==> config.mk <==
export PLATFORM = sky130hd
export DESIGN_NAME = npc_lsu
export DESIGN_NICKNAME = d
export VERILOG_FILES = /design/src/verilog/npc_pkg.sv /design/src/verilog/npc_lsu.sv
export VERILOG_INCLUDE_DIRS = /design/src /design/src/verilog
export SDC_FILE = /design/constraint.sdc
export NUM_CORES = 1
export LEC_CHECK = 0
export ABC_AREA = 1
export BUFFER_PORTS_ARGS = -buffer_cell sky130_fd_sc_hd__buf_2
export CORE_AREA = 2 2 183 185
export DETAILED_ROUTE_END_ITERATION = 8
export DIE_AREA = 0 0 185 187
export GPL_ROUTABILITY_DRIVEN = 0
export PLACE_DENSITY = 0.38
export SYNTH_ARGS = -nofsm -noshare
export SYNTH_HDL_FRONTEND = slang
export SYNTH_SLANG_ARGS = --single-unit
==> constraint.sdc <==
create_clock -name vclk -period 2.7
set_input_delay 0.675 -clock vclk [all_inputs]
set_output_delay 0.675 -clock vclk [all_outputs]
set_load 0.05 [all_outputs]
==> src/verilog/npc_defs.svh <==
// NPC core parameters
`ifndef NPC_DEFS_SVH
`define NPC_DEFS_SVH

// Data path width and the PC value after reset.
`define NPC_XLEN     64
`define NPC_RESET_PC 64'h0000_0000_8000_0000

// =====================================================================
// Major opcodes, bits [6:0] of the instruction
// =====================================================================
`define NPC_OP_LUI     7'b0110111
`define NPC_OP_AUIPC   7'b0010111
`define NPC_OP_JAL     7'b1101111
`define NPC_OP_JALR    7'b1100111
`define NPC_OP_BRANCH  7'b1100011
`define NPC_OP_LOAD    7'b0000011
`define NPC_OP_STORE   7'b0100011
`define NPC_OP_IMM     7'b0010011
`define NPC_OP_REG     7'b0110011
`define NPC_OP_IMM32   7'b0011011
`define NPC_OP_REG32   7'b0111011
`define NPC_OP_SYSTEM  7'b1110011

`endif

==> src/verilog/npc_pkg.sv <==
// NPC core types
package npc_pkg;

  typedef logic [63:0] xlen_t;
  typedef logic [31:0] inst_t;
  typedef logic [4:0]  reg_idx_t;

  // Operations of the execute unit.
  typedef enum logic [2:0] {
    ALU_ADD,
    ALU_SUB,
    ALU_AND,
    ALU_OR,
    ALU_XOR,
    ALU_SLT,
    ALU_PASS_B
  } alu_op_e;

  // Control transfer kinds handled by the branch unit.
  typedef enum logic [2:0] {
    BR_NONE,
    BR_JAL,
    BR_JALR,
    BR_BEQ,
    BR_BNE,
    BR_BLT,
    BR_BGE
  } br_op_e;

  // Source of the register write-back value.
  typedef enum logic [1:0] {
    WB_ALU,
    WB_LOAD,
    WB_PC4
  } wb_sel_e;

endpackage

==> src/verilog/npc_lsu.sv <==
// NPC load store unit
`timescale 1ns/1ps
`include "npc_defs.svh"

module npc_lsu
  import npc_pkg::*;
(
  input  xlen_t    i_alu_result,
  input  xlen_t    i_rs2_data,
  input  xlen_t    i_pc_plus4,
  input  logic     i_mem_wen,
  input  logic     i_mem_ren,
  input  logic     i_mem_size,
  input  wb_sel_e  i_wb_sel,
  input  logic     i_reg_wen,
  input  reg_idx_t i_rd_idx,
  input  xlen_t    i_dmem_rdata,
  output xlen_t    o_dmem_addr,
  output xlen_t    o_dmem_wdata,
  output logic     o_dmem_wen,
  output logic     o_dmem_ren,
  output logic     o_dmem_size,
  output logic     o_wb_en,
  output reg_idx_t o_wb_idx,
  output xlen_t    o_wb_data
);

  xlen_t load_data;

  // The ALU result is the memory address.
  assign o_dmem_addr  = i_alu_result;
  assign o_dmem_wdata = i_rs2_data;
  assign o_dmem_wen   = i_mem_wen;
  assign o_dmem_ren   = i_mem_ren;
  assign o_dmem_size  = i_mem_size;

  // Word loads are sign-extended from bit 31.
  assign load_data = i_mem_size ? i_dmem_rdata :
                     {{(`NPC_XLEN-32){i_dmem_rdata[31]}}, i_dmem_rdata[31:0]};

  always_comb begin
    case (i_wb_sel)
      WB_LOAD: o_wb_data = load_data;
      WB_PC4:  o_wb_data = i_pc_plus4;
      default: o_wb_data = i_alu_result;
    endcase
  end

  assign o_wb_en  = i_reg_wen;
  assign o_wb_idx = i_rd_idx;

endmodule

==> results of run 1 <==
[metrics by stage]
step,TNS (ns),worst slack (ns),std cells
CTS,0,0.00612,1111
detailed placement,-0.0361,-0.0361,1111
floorplan,0,0.0303,498
global route,0,0.00331,1114
finish,0,0.0911,1114
global placement,-0.0596,-0.0596,1111
[cell families (layout without fill, tap and decap cells)]
group,count (synthesis),after routing,share of synthesized area
AND/OR/NAND/NOR,193,193,0.278
buffers and inverters,175,343,0.464
adder cells (fa/ha/maj),2,2,0.00919
AO/OA/AOI/OAI,128,128,0.249
[power breakdown]
part           leakage, nW  switching, W  internal, W
registers                0             0            0
logic                 2.13       0.00109     0.000470
clock network            0             0            0
[area by class of cell]
type	instances	area share
repair buffers	339	0.472
multi-input cells	323	0.392
well taps	448	0.131
inverters	4	0.00440
[how the worst max path moves through the flow]
stage          cells past startpoint   startpoint       endpoint
2_1_floorplan                      6  i_wb_sel[1]  o_wb_data[61]
3_3_place_gp                       7  i_wb_sel[0]  o_wb_data[61]
3_5_place_dp                       7  i_wb_sel[0]  o_wb_data[61]
4_1_cts                            7  i_wb_sel[0]  o_wb_data[11]
5_1_grt                            7  i_wb_sel[0]  o_wb_data[14]
6_report                           7  i_wb_sel[0]  o_wb_data[14]
[routing by layer]
layer  share of wire  vias to the layer above
li1                -                     1792
met1            0.41                     1655
met2            0.48                      201
met3           0.079                       54
met4           0.030                        0
met5               0                        -
[synthesized netlist by cell type]
| cell type | n | area share |
|---|---|---|
| buf_2 | 21 | 0.039 |
| buf_6 | 4 | 0.017 |
| nand2_4 | 1 | 0.0041 |
| inv_1 | 2 | 0.0028 |
| nor2_1 | 64 | 0.088 |
| a21oi_1 | 118 | 0.22 |
| clkinv_2 | 1 | 0.0018 |
| a21oi_2 | 10 | 0.032 |
| nand2_1 | 118 | 0.16 |
| inv_2 | 1 | 0.0014 |
| nand2_2 | 10 | 0.023 |
| ha_1 | 2 | 0.0092 |
| buf_4 | 146 | 0.40 |
[repair_timing]
item | 4_1_cts | 5_1_grt
cloned | 0 | 3
gates resized for setup | 1 | 42
setup endpoints to repair | 1 | 22
==> impl_results.md, run 1 <==
* WP data arrival at 1.93 ns
* Layout cell share with drive strength beyond 1 at 0.626
* Netlist cell types at 13
* Tcrit/Tclk final at 0.966
* Antenna violations before repair at 1
* Max Cap Viol at 0
* Tmin final at 2.61 ns
* Hold endpoint: o_dmem_wdata[25]
* Startpoint type of the worst setup path: primary input
* Initial Util at 0.0829
* Postcts setup bufs at 0
* Drt drc at 0
* Ant. Diodes at 0
* Met1 Usage GRT at 0.102
* Port Buf Inserts at 324
* DP HPWL at 13.5 mm
* Final core utilization at 0.130
* Die X at 185 µm
* Synth warn at 0
* Power Total at 0.00156 W
* Most Used Layer, Global Route: met2
* Initial drt markers at 131
* Final instance area at 0.00427 mm²
* Detailed Routing Iterations Pass 1 at 4
* Outcome: finished, final reports clean
* Clock buffers at 0
* Area of the core at 0.0329 mm²
* Synth Cell Area at 0.00272 mm²
* Endpoints failing setup at 0
* CP peak stage delay at 0.28 ns
* Hold wc startpoint: i_rs2_data[25]
* Peak VDD IR at 0.0930 mV
* CP delay by family, top: buffers and inverters
* Critical path class: primary input to output pin
* Met2 usage at 0.142
* Num sequential at 0
* Slew Viols, Final at 0
* # rows at 67
* Largest net degree at the start of global routing at 45
* Hold depth at 0
* Synthesized area per cell at 5.47 µm²
* Unrepaired setup endpoints after global routing: false
* Crit path capture type: output pin
* Fin Hold WS at 1.35 ns
* HP Class: primary input to output pin
* Vias in the first global route at 3505
* Gr usage total at 0.0824
* Routing usage on met3 at 0.0177
* Via density at 3.32
* WP buf/inv at 4
* Antenna-violating nets left at 0
* Storage element area at 0 µm²
* Die area at 0.0346 mm²
* Sequential area share after synthesis at 0
* P&R area growth vs syn at 56.8%
* Placed Area at 0.00408 mm²
* Final #Nets at 937
* Worst Path Max Fanout at 21
* DRT Wirelength at 16.8 mm
* Hold Fails Final Rpt at 0
* I/O pin total at 468
* Avg WL per Cell at 15.1 µm
* Commonest non-fill, non-tap cell in the layout: buf_2
* Via count at 3702
* Worst rel slew slack at 0.812
* Mapped Nets at 767
* Die height at 187 µm
* Power density over the cells at 366 mW/mm²
* Commonest non-fill, non-tap cells in the layout: buf_2 (289), nand2_1 (118), a21oi_1 (65)
* Crit-path cells: buf_2, buf_4, ha_2, buf_4, nand2_1, a21oi_2, buf_2
* Max Fclk at 0.383 GHz
* Fillers at 3925
* Area of the multi-input gates at 0.00167 mm²
* Slowest CP cell: buf_4
* Req. time, crit path at 2.03 ns
* Leak at 2.13 nW
* Worst-Margin Slew at 0.285 ns
* Syn Inst Count at 498
* Hold bufs inserted after CTS at 0
* First-pass GRT wire length at 22.0 mm
* Remaining global-route overflow at 0
Note: power is estimated with default switching activity, not from simulation.
==> inputs of run 2 (changes only) <==
--- a/config.mk
+++ b/config.mk
@@ -12,6 +12,7 @@
 export DETAILED_ROUTE_END_ITERATION = 8
 export DIE_AREA = 0 0 185 187
 export GPL_ROUTABILITY_DRIVEN = 0
+export GPL_TIMING_DRIVEN = 0
 export PLACE_DENSITY = 0.38
 export SYNTH_ARGS = -nofsm -noshare
 export SYNTH_HDL_FRONTEND = slang
==> impl_results.md, run 2 (synthesis results as in run 1) <==
* Postcts setup bufs at 0 (unchanged)
* Vias in the first global route at 4350 (+24%)
* Hold Fails Final Rpt at 0 (unchanged)
* Fin Hold WS at 1.65 ns (+0.301 ns)
* Antenna-violating nets left at 0 (unchanged)
* Ant. Diodes at 0 (unchanged)
* Critical path class: primary input to output pin
* HP Class: primary input to output pin
* Num sequential at 0 (unchanged)
* Worst rel slew slack at 0.801 (-0.0110)
* Remaining global-route overflow at 0 (unchanged)
* Antenna violations before repair at 0 (-1)
* Met2 Wirelength at 9.38 mm (+16%)
* Unrepaired setup endpoints after global routing: true
* Max layer used: met3
* Die height at 187 µm (unchanged)
* Req. time, crit path at 2.03 ns (about the same)
* Routed met1 length at 7.67 mm (+11%)
* Power Total at 0.00201 W (+28%)
* Endpoints failing setup at 0 (unchanged)
* Final #Nets at 1164 (+24%)
* Initial drt markers at 57 (-56%)
* Max Cap Viol at 0 (unchanged)
* Avg WL per Cell at 13.6 µm (-10%)
* Max Fclk at 0.373 GHz (-2.7%)
* Outcome: finished, final reports clean
* I/O pin total at 468 (unchanged)
* Die X at 185 µm (unchanged)
* Area of the core at 0.0329 mm² (unchanged)
* Largest net degree at the start of global routing at 11 (-76%)
* Setup TNS at 0 ns (unchanged)
* Crit path capture type: output pin
* Drt drc at 0 (unchanged)
* DRT Wirelength at 18.2 mm (+8.2%)
* Via density at 3.30 (-0.66%)
* Detailed Routing Iterations Pass 1 at 4 (unchanged)
* Die area at 0.0346 mm² (unchanged)
* Power density over the cells at 348 mW/mm² (-5.0%)
* Leak at 3.15 nW (+48%)
* # rows at 67 (unchanged)
* Peak VDD IR at 0.110 mV (+18%)
* Layout cell share with drive strength beyond 1 at 0.719 (+0.0928)
* Worst Path Max Fanout at 10 (-52%)
* Via count at 4427 (+20%)
* Final instance area at 0.00577 mm² (+35%)
* Commonest non-fill, non-tap cell in the layout: buf_2
* First-pass GRT wire length at 25.4 mm (+15%)
* WP data arrival at 2.01 ns (+0.08 ns)
* Tmin final at 2.68 ns (+0.0730 ns)
* Clock buffers at 0 (unchanged)
* Met3 wire length at 1.16 mm (-13%)
* Gr usage total at 0.0954 (+0.0131)
* DP HPWL at 16.2 mm (+20%)
* Commonest non-fill, non-tap cells in the layout: buf_2 (336), buf_4 (185), nand2_1 (118)
* P&R area growth vs syn at 112%
* Storage element area at 0 µm² (unchanged)
* Port Buf Inserts at 395 (+22%)
* Initial Util at 0.0829 (unchanged)
* Hold bufs inserted after CTS at 0 (unchanged)
* Startpoint type of the worst setup path: primary input
* Placed Area at 0.00546 mm² (+34%)
* Worst-Margin Slew at 0.301 ns (+0.0167 ns)
* Slew Viols, Final at 0 (unchanged)
* Tcrit/Tclk final at 0.993 (+0.0270)
-- run 2: routing by layer --
layer | GRT usage | vias up
met3 | 0.00818 | 0
met2 | 0.185 | 227
met1 | 0.120 | 1950
li1 | - | 2250
met4 | 0 | 0
met5 | 0 | -
-- run 2: cell type report --
cell class | instances | area (µm²)
timing repair buffer | 395 | 2180
multi-input combinational | 323 | 1660
buffer | 171 | 1350
fill | 3913 | 27100
inverter | 4 | 21.3
tap | 448 | 561
-- run 2: worst paths after layout --
kind / from / endpoint / depth (start not counted)
max: i_wb_sel[0] / o_wb_data[27] / 8
min: i_rs2_data[0] / o_dmem_wdata[0] / 2
-- run 2: through the flow --
step	setup WS, ns	std cells	utilization
6_report	0.0181	1341	0.176
5_1_grt	-0.0247	1341	0.176
4_1_cts	-0.0112	1341	0.172
3_5_place_dp	-0.371	1341	0.166
3_3_place_gp	-0.389	1341	0.166
2_1_floorplan	0.0303	498	-
-- run 2: repair_timing --
item	CTS	global route
pin swaps	0	1
resized for setup	76	37
gates cloned	0	0
setup endpoints to repair	64	63
-- run 2: report_power, final --
group	internal, W	total, W	switching [W]
logic	0.000659	0.00201	0.00135
clock network	0	0	0
registers	0	0	0
total	0.000659	0.00201	0.00135
-- run 2: worst max-delay path, cell delays in order --
cell	delay (ns)
buf_2	0.09
inv_1	0.04
ha_2	0.38
buf_12	0.17
buf_8	0.16
a21oi_1	0.07
a21oi_2	0.21
buf_6	0.20
==> inputs of run 3 (changes only) <==
--- a/config.mk
+++ b/config.mk
@@ -13,7 +13,6 @@
 export DIE_AREA = 0 0 185 187
 export GPL_ROUTABILITY_DRIVEN = 0
 export GPL_TIMING_DRIVEN = 0
-export PLACE_DENSITY = 0.38
 export SYNTH_ARGS = -nofsm -noshare
 export SYNTH_HDL_FRONTEND = slang
 export SYNTH_SLANG_ARGS = --single-unit
==> impl_results.md, run 3 (synthesis results as in run 1) <==
* Via density at 3.41 (+3.2%)
* Die area at 0.0346 mm² (unchanged)
* P&R area growth vs syn at 112% (about the same)
* Leak at 3.15 nW (about the same)
* Hold wc startpoint: i_rs2_data[46]
* DRT Wirelength at 17.6 mm (-3.4%)
* Worst-Margin Slew at 0.291 ns (-0.0106 ns)
* Area of the core at 0.0329 mm² (unchanged)
* Req. time, crit path at 2.03 ns (about the same)
* Final core utilization at 0.176 (about the same)
* Power density over the cells at 348 mW/mm² (about the same)
* Ant. Diodes at 0 (unchanged)
* Startpoint type of the worst setup path: primary input
* Endpoints failing setup at 0 (unchanged)
* Tcrit/Tclk final at 0.982 (-0.0111)
* Storage element area at 0 µm² (unchanged)
* DP HPWL at 15.4 mm (-5.1%)
* Slowest CP cell: clkbuf_4
* Layout cell share with drive strength beyond 1 at 0.723 (+0.00398)
* Port Buf Inserts at 395 (unchanged)
* Vias in the first global route at 4078 (-6.3%)
* Worst Path Max Fanout at 10 (unchanged)
* Die height at 187 µm (unchanged)
* Final instance area at 0.00577 mm² (about the same)
* CP peak stage delay at 0.25 ns (-0.13 ns)
* First-pass GRT wire length at 23.1 mm (-9.2%)
* Remaining global-route overflow at 0 (unchanged)
* Max Fclk at 0.377 GHz (+1.1%)
* Worst rel slew slack at 0.808 (+0.00704)
* HP Class: primary input to output pin
* Commonest non-fill, non-tap cells in the layout: buf_2 (339), buf_4 (186), nand2_1 (118)
* Clock buffers at 0 (unchanged)
* Hold depth at 2 (unchanged)
* Fillers at 3788 (-3.2%)
* Gr usage total at 0.0870 (-0.00844)
* Die X at 185 µm (unchanged)
* Largest net degree at the start of global routing at 11 (unchanged)
* Crit path capture type: output pin
* Outcome: finished, final reports clean
* Num sequential at 0 (unchanged)
* Slew Viols, Final at 0 (unchanged)
* Final #Nets at 1166 (+0.17%)
* Initial Util at 0.0829 (unchanged)
* WP data arrival at 1.98 ns (-0.03 ns)
* Placed Area at 0.00546 mm² (unchanged)
* Most used cell, CP: buf_6
* I/O pin total at 468 (unchanged)
* # rows at 67 (unchanged)
* Avg WL per Cell at 13.1 µm (-3.5%)
* Peak VDD IR at 0.134 mV (+22%)
* Commonest non-fill, non-tap cell in the layout: buf_2
* Via count at 4576 (+3.4%)
* Critical path class: primary input to output pin
* Hold endpoint: o_dmem_wdata[46]
* Initial drt markers at 157 (+180%)
* Detailed Routing Iterations Pass 1 at 4 (unchanged)
* Tmin final at 2.65 ns (-0.0299 ns)
* Setup TNS at 0 ns (unchanged)
* Max Cap Viol at 0 (unchanged)
* Hold bufs inserted after CTS at 0 (unchanged)
* Hold Fails Final Rpt at 0 (unchanged)
* Antenna-violating nets left at 0 (unchanged)
* Crit-path cells: buf_2, inv_1, ha_4, buf_6, clkbuf_4, a21oi_1, a21oi_2, buf_6
* Drt drc at 0 (unchanged)
* Antenna violations before repair at 1 (+1)
[run 3: changes by cell type in the layout (fill, tap and decap cells not counted), moves of 2 or more]
| cell | before | now |
|---|---|---|
| clkbuf_4 | 17 | 26 |
| buf_6 | 25 | 14 |
| buf_2 | 336 | 339 |
| a21oi_2 | 62 | 64 |
| a21oi_1 | 66 | 63 |
[run 3: layer usage]
layer | share of wire | wire length (µm) | up-vias | global-route usage
met5 | 0.00074 | 13 | - | 0
met4 | 0.0028 | 50 | 2 | 0.00488
met3 | 0.075 | 1310 | 4 | 0.00662
met2 | 0.54 | 9570 | 282 | 0.176
met1 | 0.38 | 6650 | 2036 | 0.102
li1 | - | - | 2252 | -
[run 3: critical path: cells and delay by family]
| family | cells | cell delay, ns |
|---|---|---|
| buffers and inverters | 5 | 0.84 |
| AOI/OAI and AO/OA | 2 | 0.30 |
| adders and majority gates | 1 | 0.14 |
[run 3: repair_timing]
item,4_1_cts,5_1_grt
endpoints found under the setup margin,64,63
resized for setup,53,57
endpoints found under the hold margin,0,0
setup buffers,0,1
cloned,0,1
pin swaps,0,1
[run 3: area by class of cell]
| type | instances | area (µm²) | share of cell area |
|---|---|---|---|
| Timing Repair Buffer | 397 | 2180 | 0.378 |
| Buffer | 171 | 1320 | 0.229 |
| Inverter | 4 | 21.3 | 0.00368 |
| Multi-Input combinational cell | 323 | 1690 | 0.292 |
| Tap cell | 448 | 561 | 0.0971 |
[run 3: report_power, final]
part	internal [W]	switching (W)	leakage, nW
sequential	0	0	0
combinational	0.000650	0.00136	3.15
clock	0	0	0
total	0.000650	0.00136	3.15
[run 3: how the worst max path moves through the flow]
stage / depth (start not counted) / to / startpoint / slack [ns]
floorplan: 6 / o_wb_data[61] / i_wb_sel[1] / 0.03
global placement: 8 / o_wb_data[29] / i_wb_sel[1] / -0.42
detailed placement: 8 / o_wb_data[29] / i_wb_sel[1] / -0.43
CTS: 8 / o_wb_data[37] / i_wb_sel[0] / -0.04
global route: 8 / o_wb_data[7] / i_wb_sel[0] / -0.004
finish: 8 / o_wb_data[35] / i_wb_sel[0] / 0.05
[run 3: per-stage QoR]
| stage | power [W] | instances | hold WS, ns | worst slack [ns] |
|---|---|---|---|---|
| 4_1_cts | 0.00195 | 1341 | 1.65 | -0.0363 |
| 3_5_place_dp | 0.00188 | 1341 | 1.65 | -0.432 |
| 6_report | 0.00201 | 1343 | 1.65 | 0.0480 |
| 2_1_floorplan | 0.00138 | 498 | 1.52 | 0.0303 |
| 3_3_place_gp | 0.00188 | 1341 | 1.65 | -0.421 |
| 5_1_grt | 0.00210 | 1343 | 1.65 | -0.00414 |
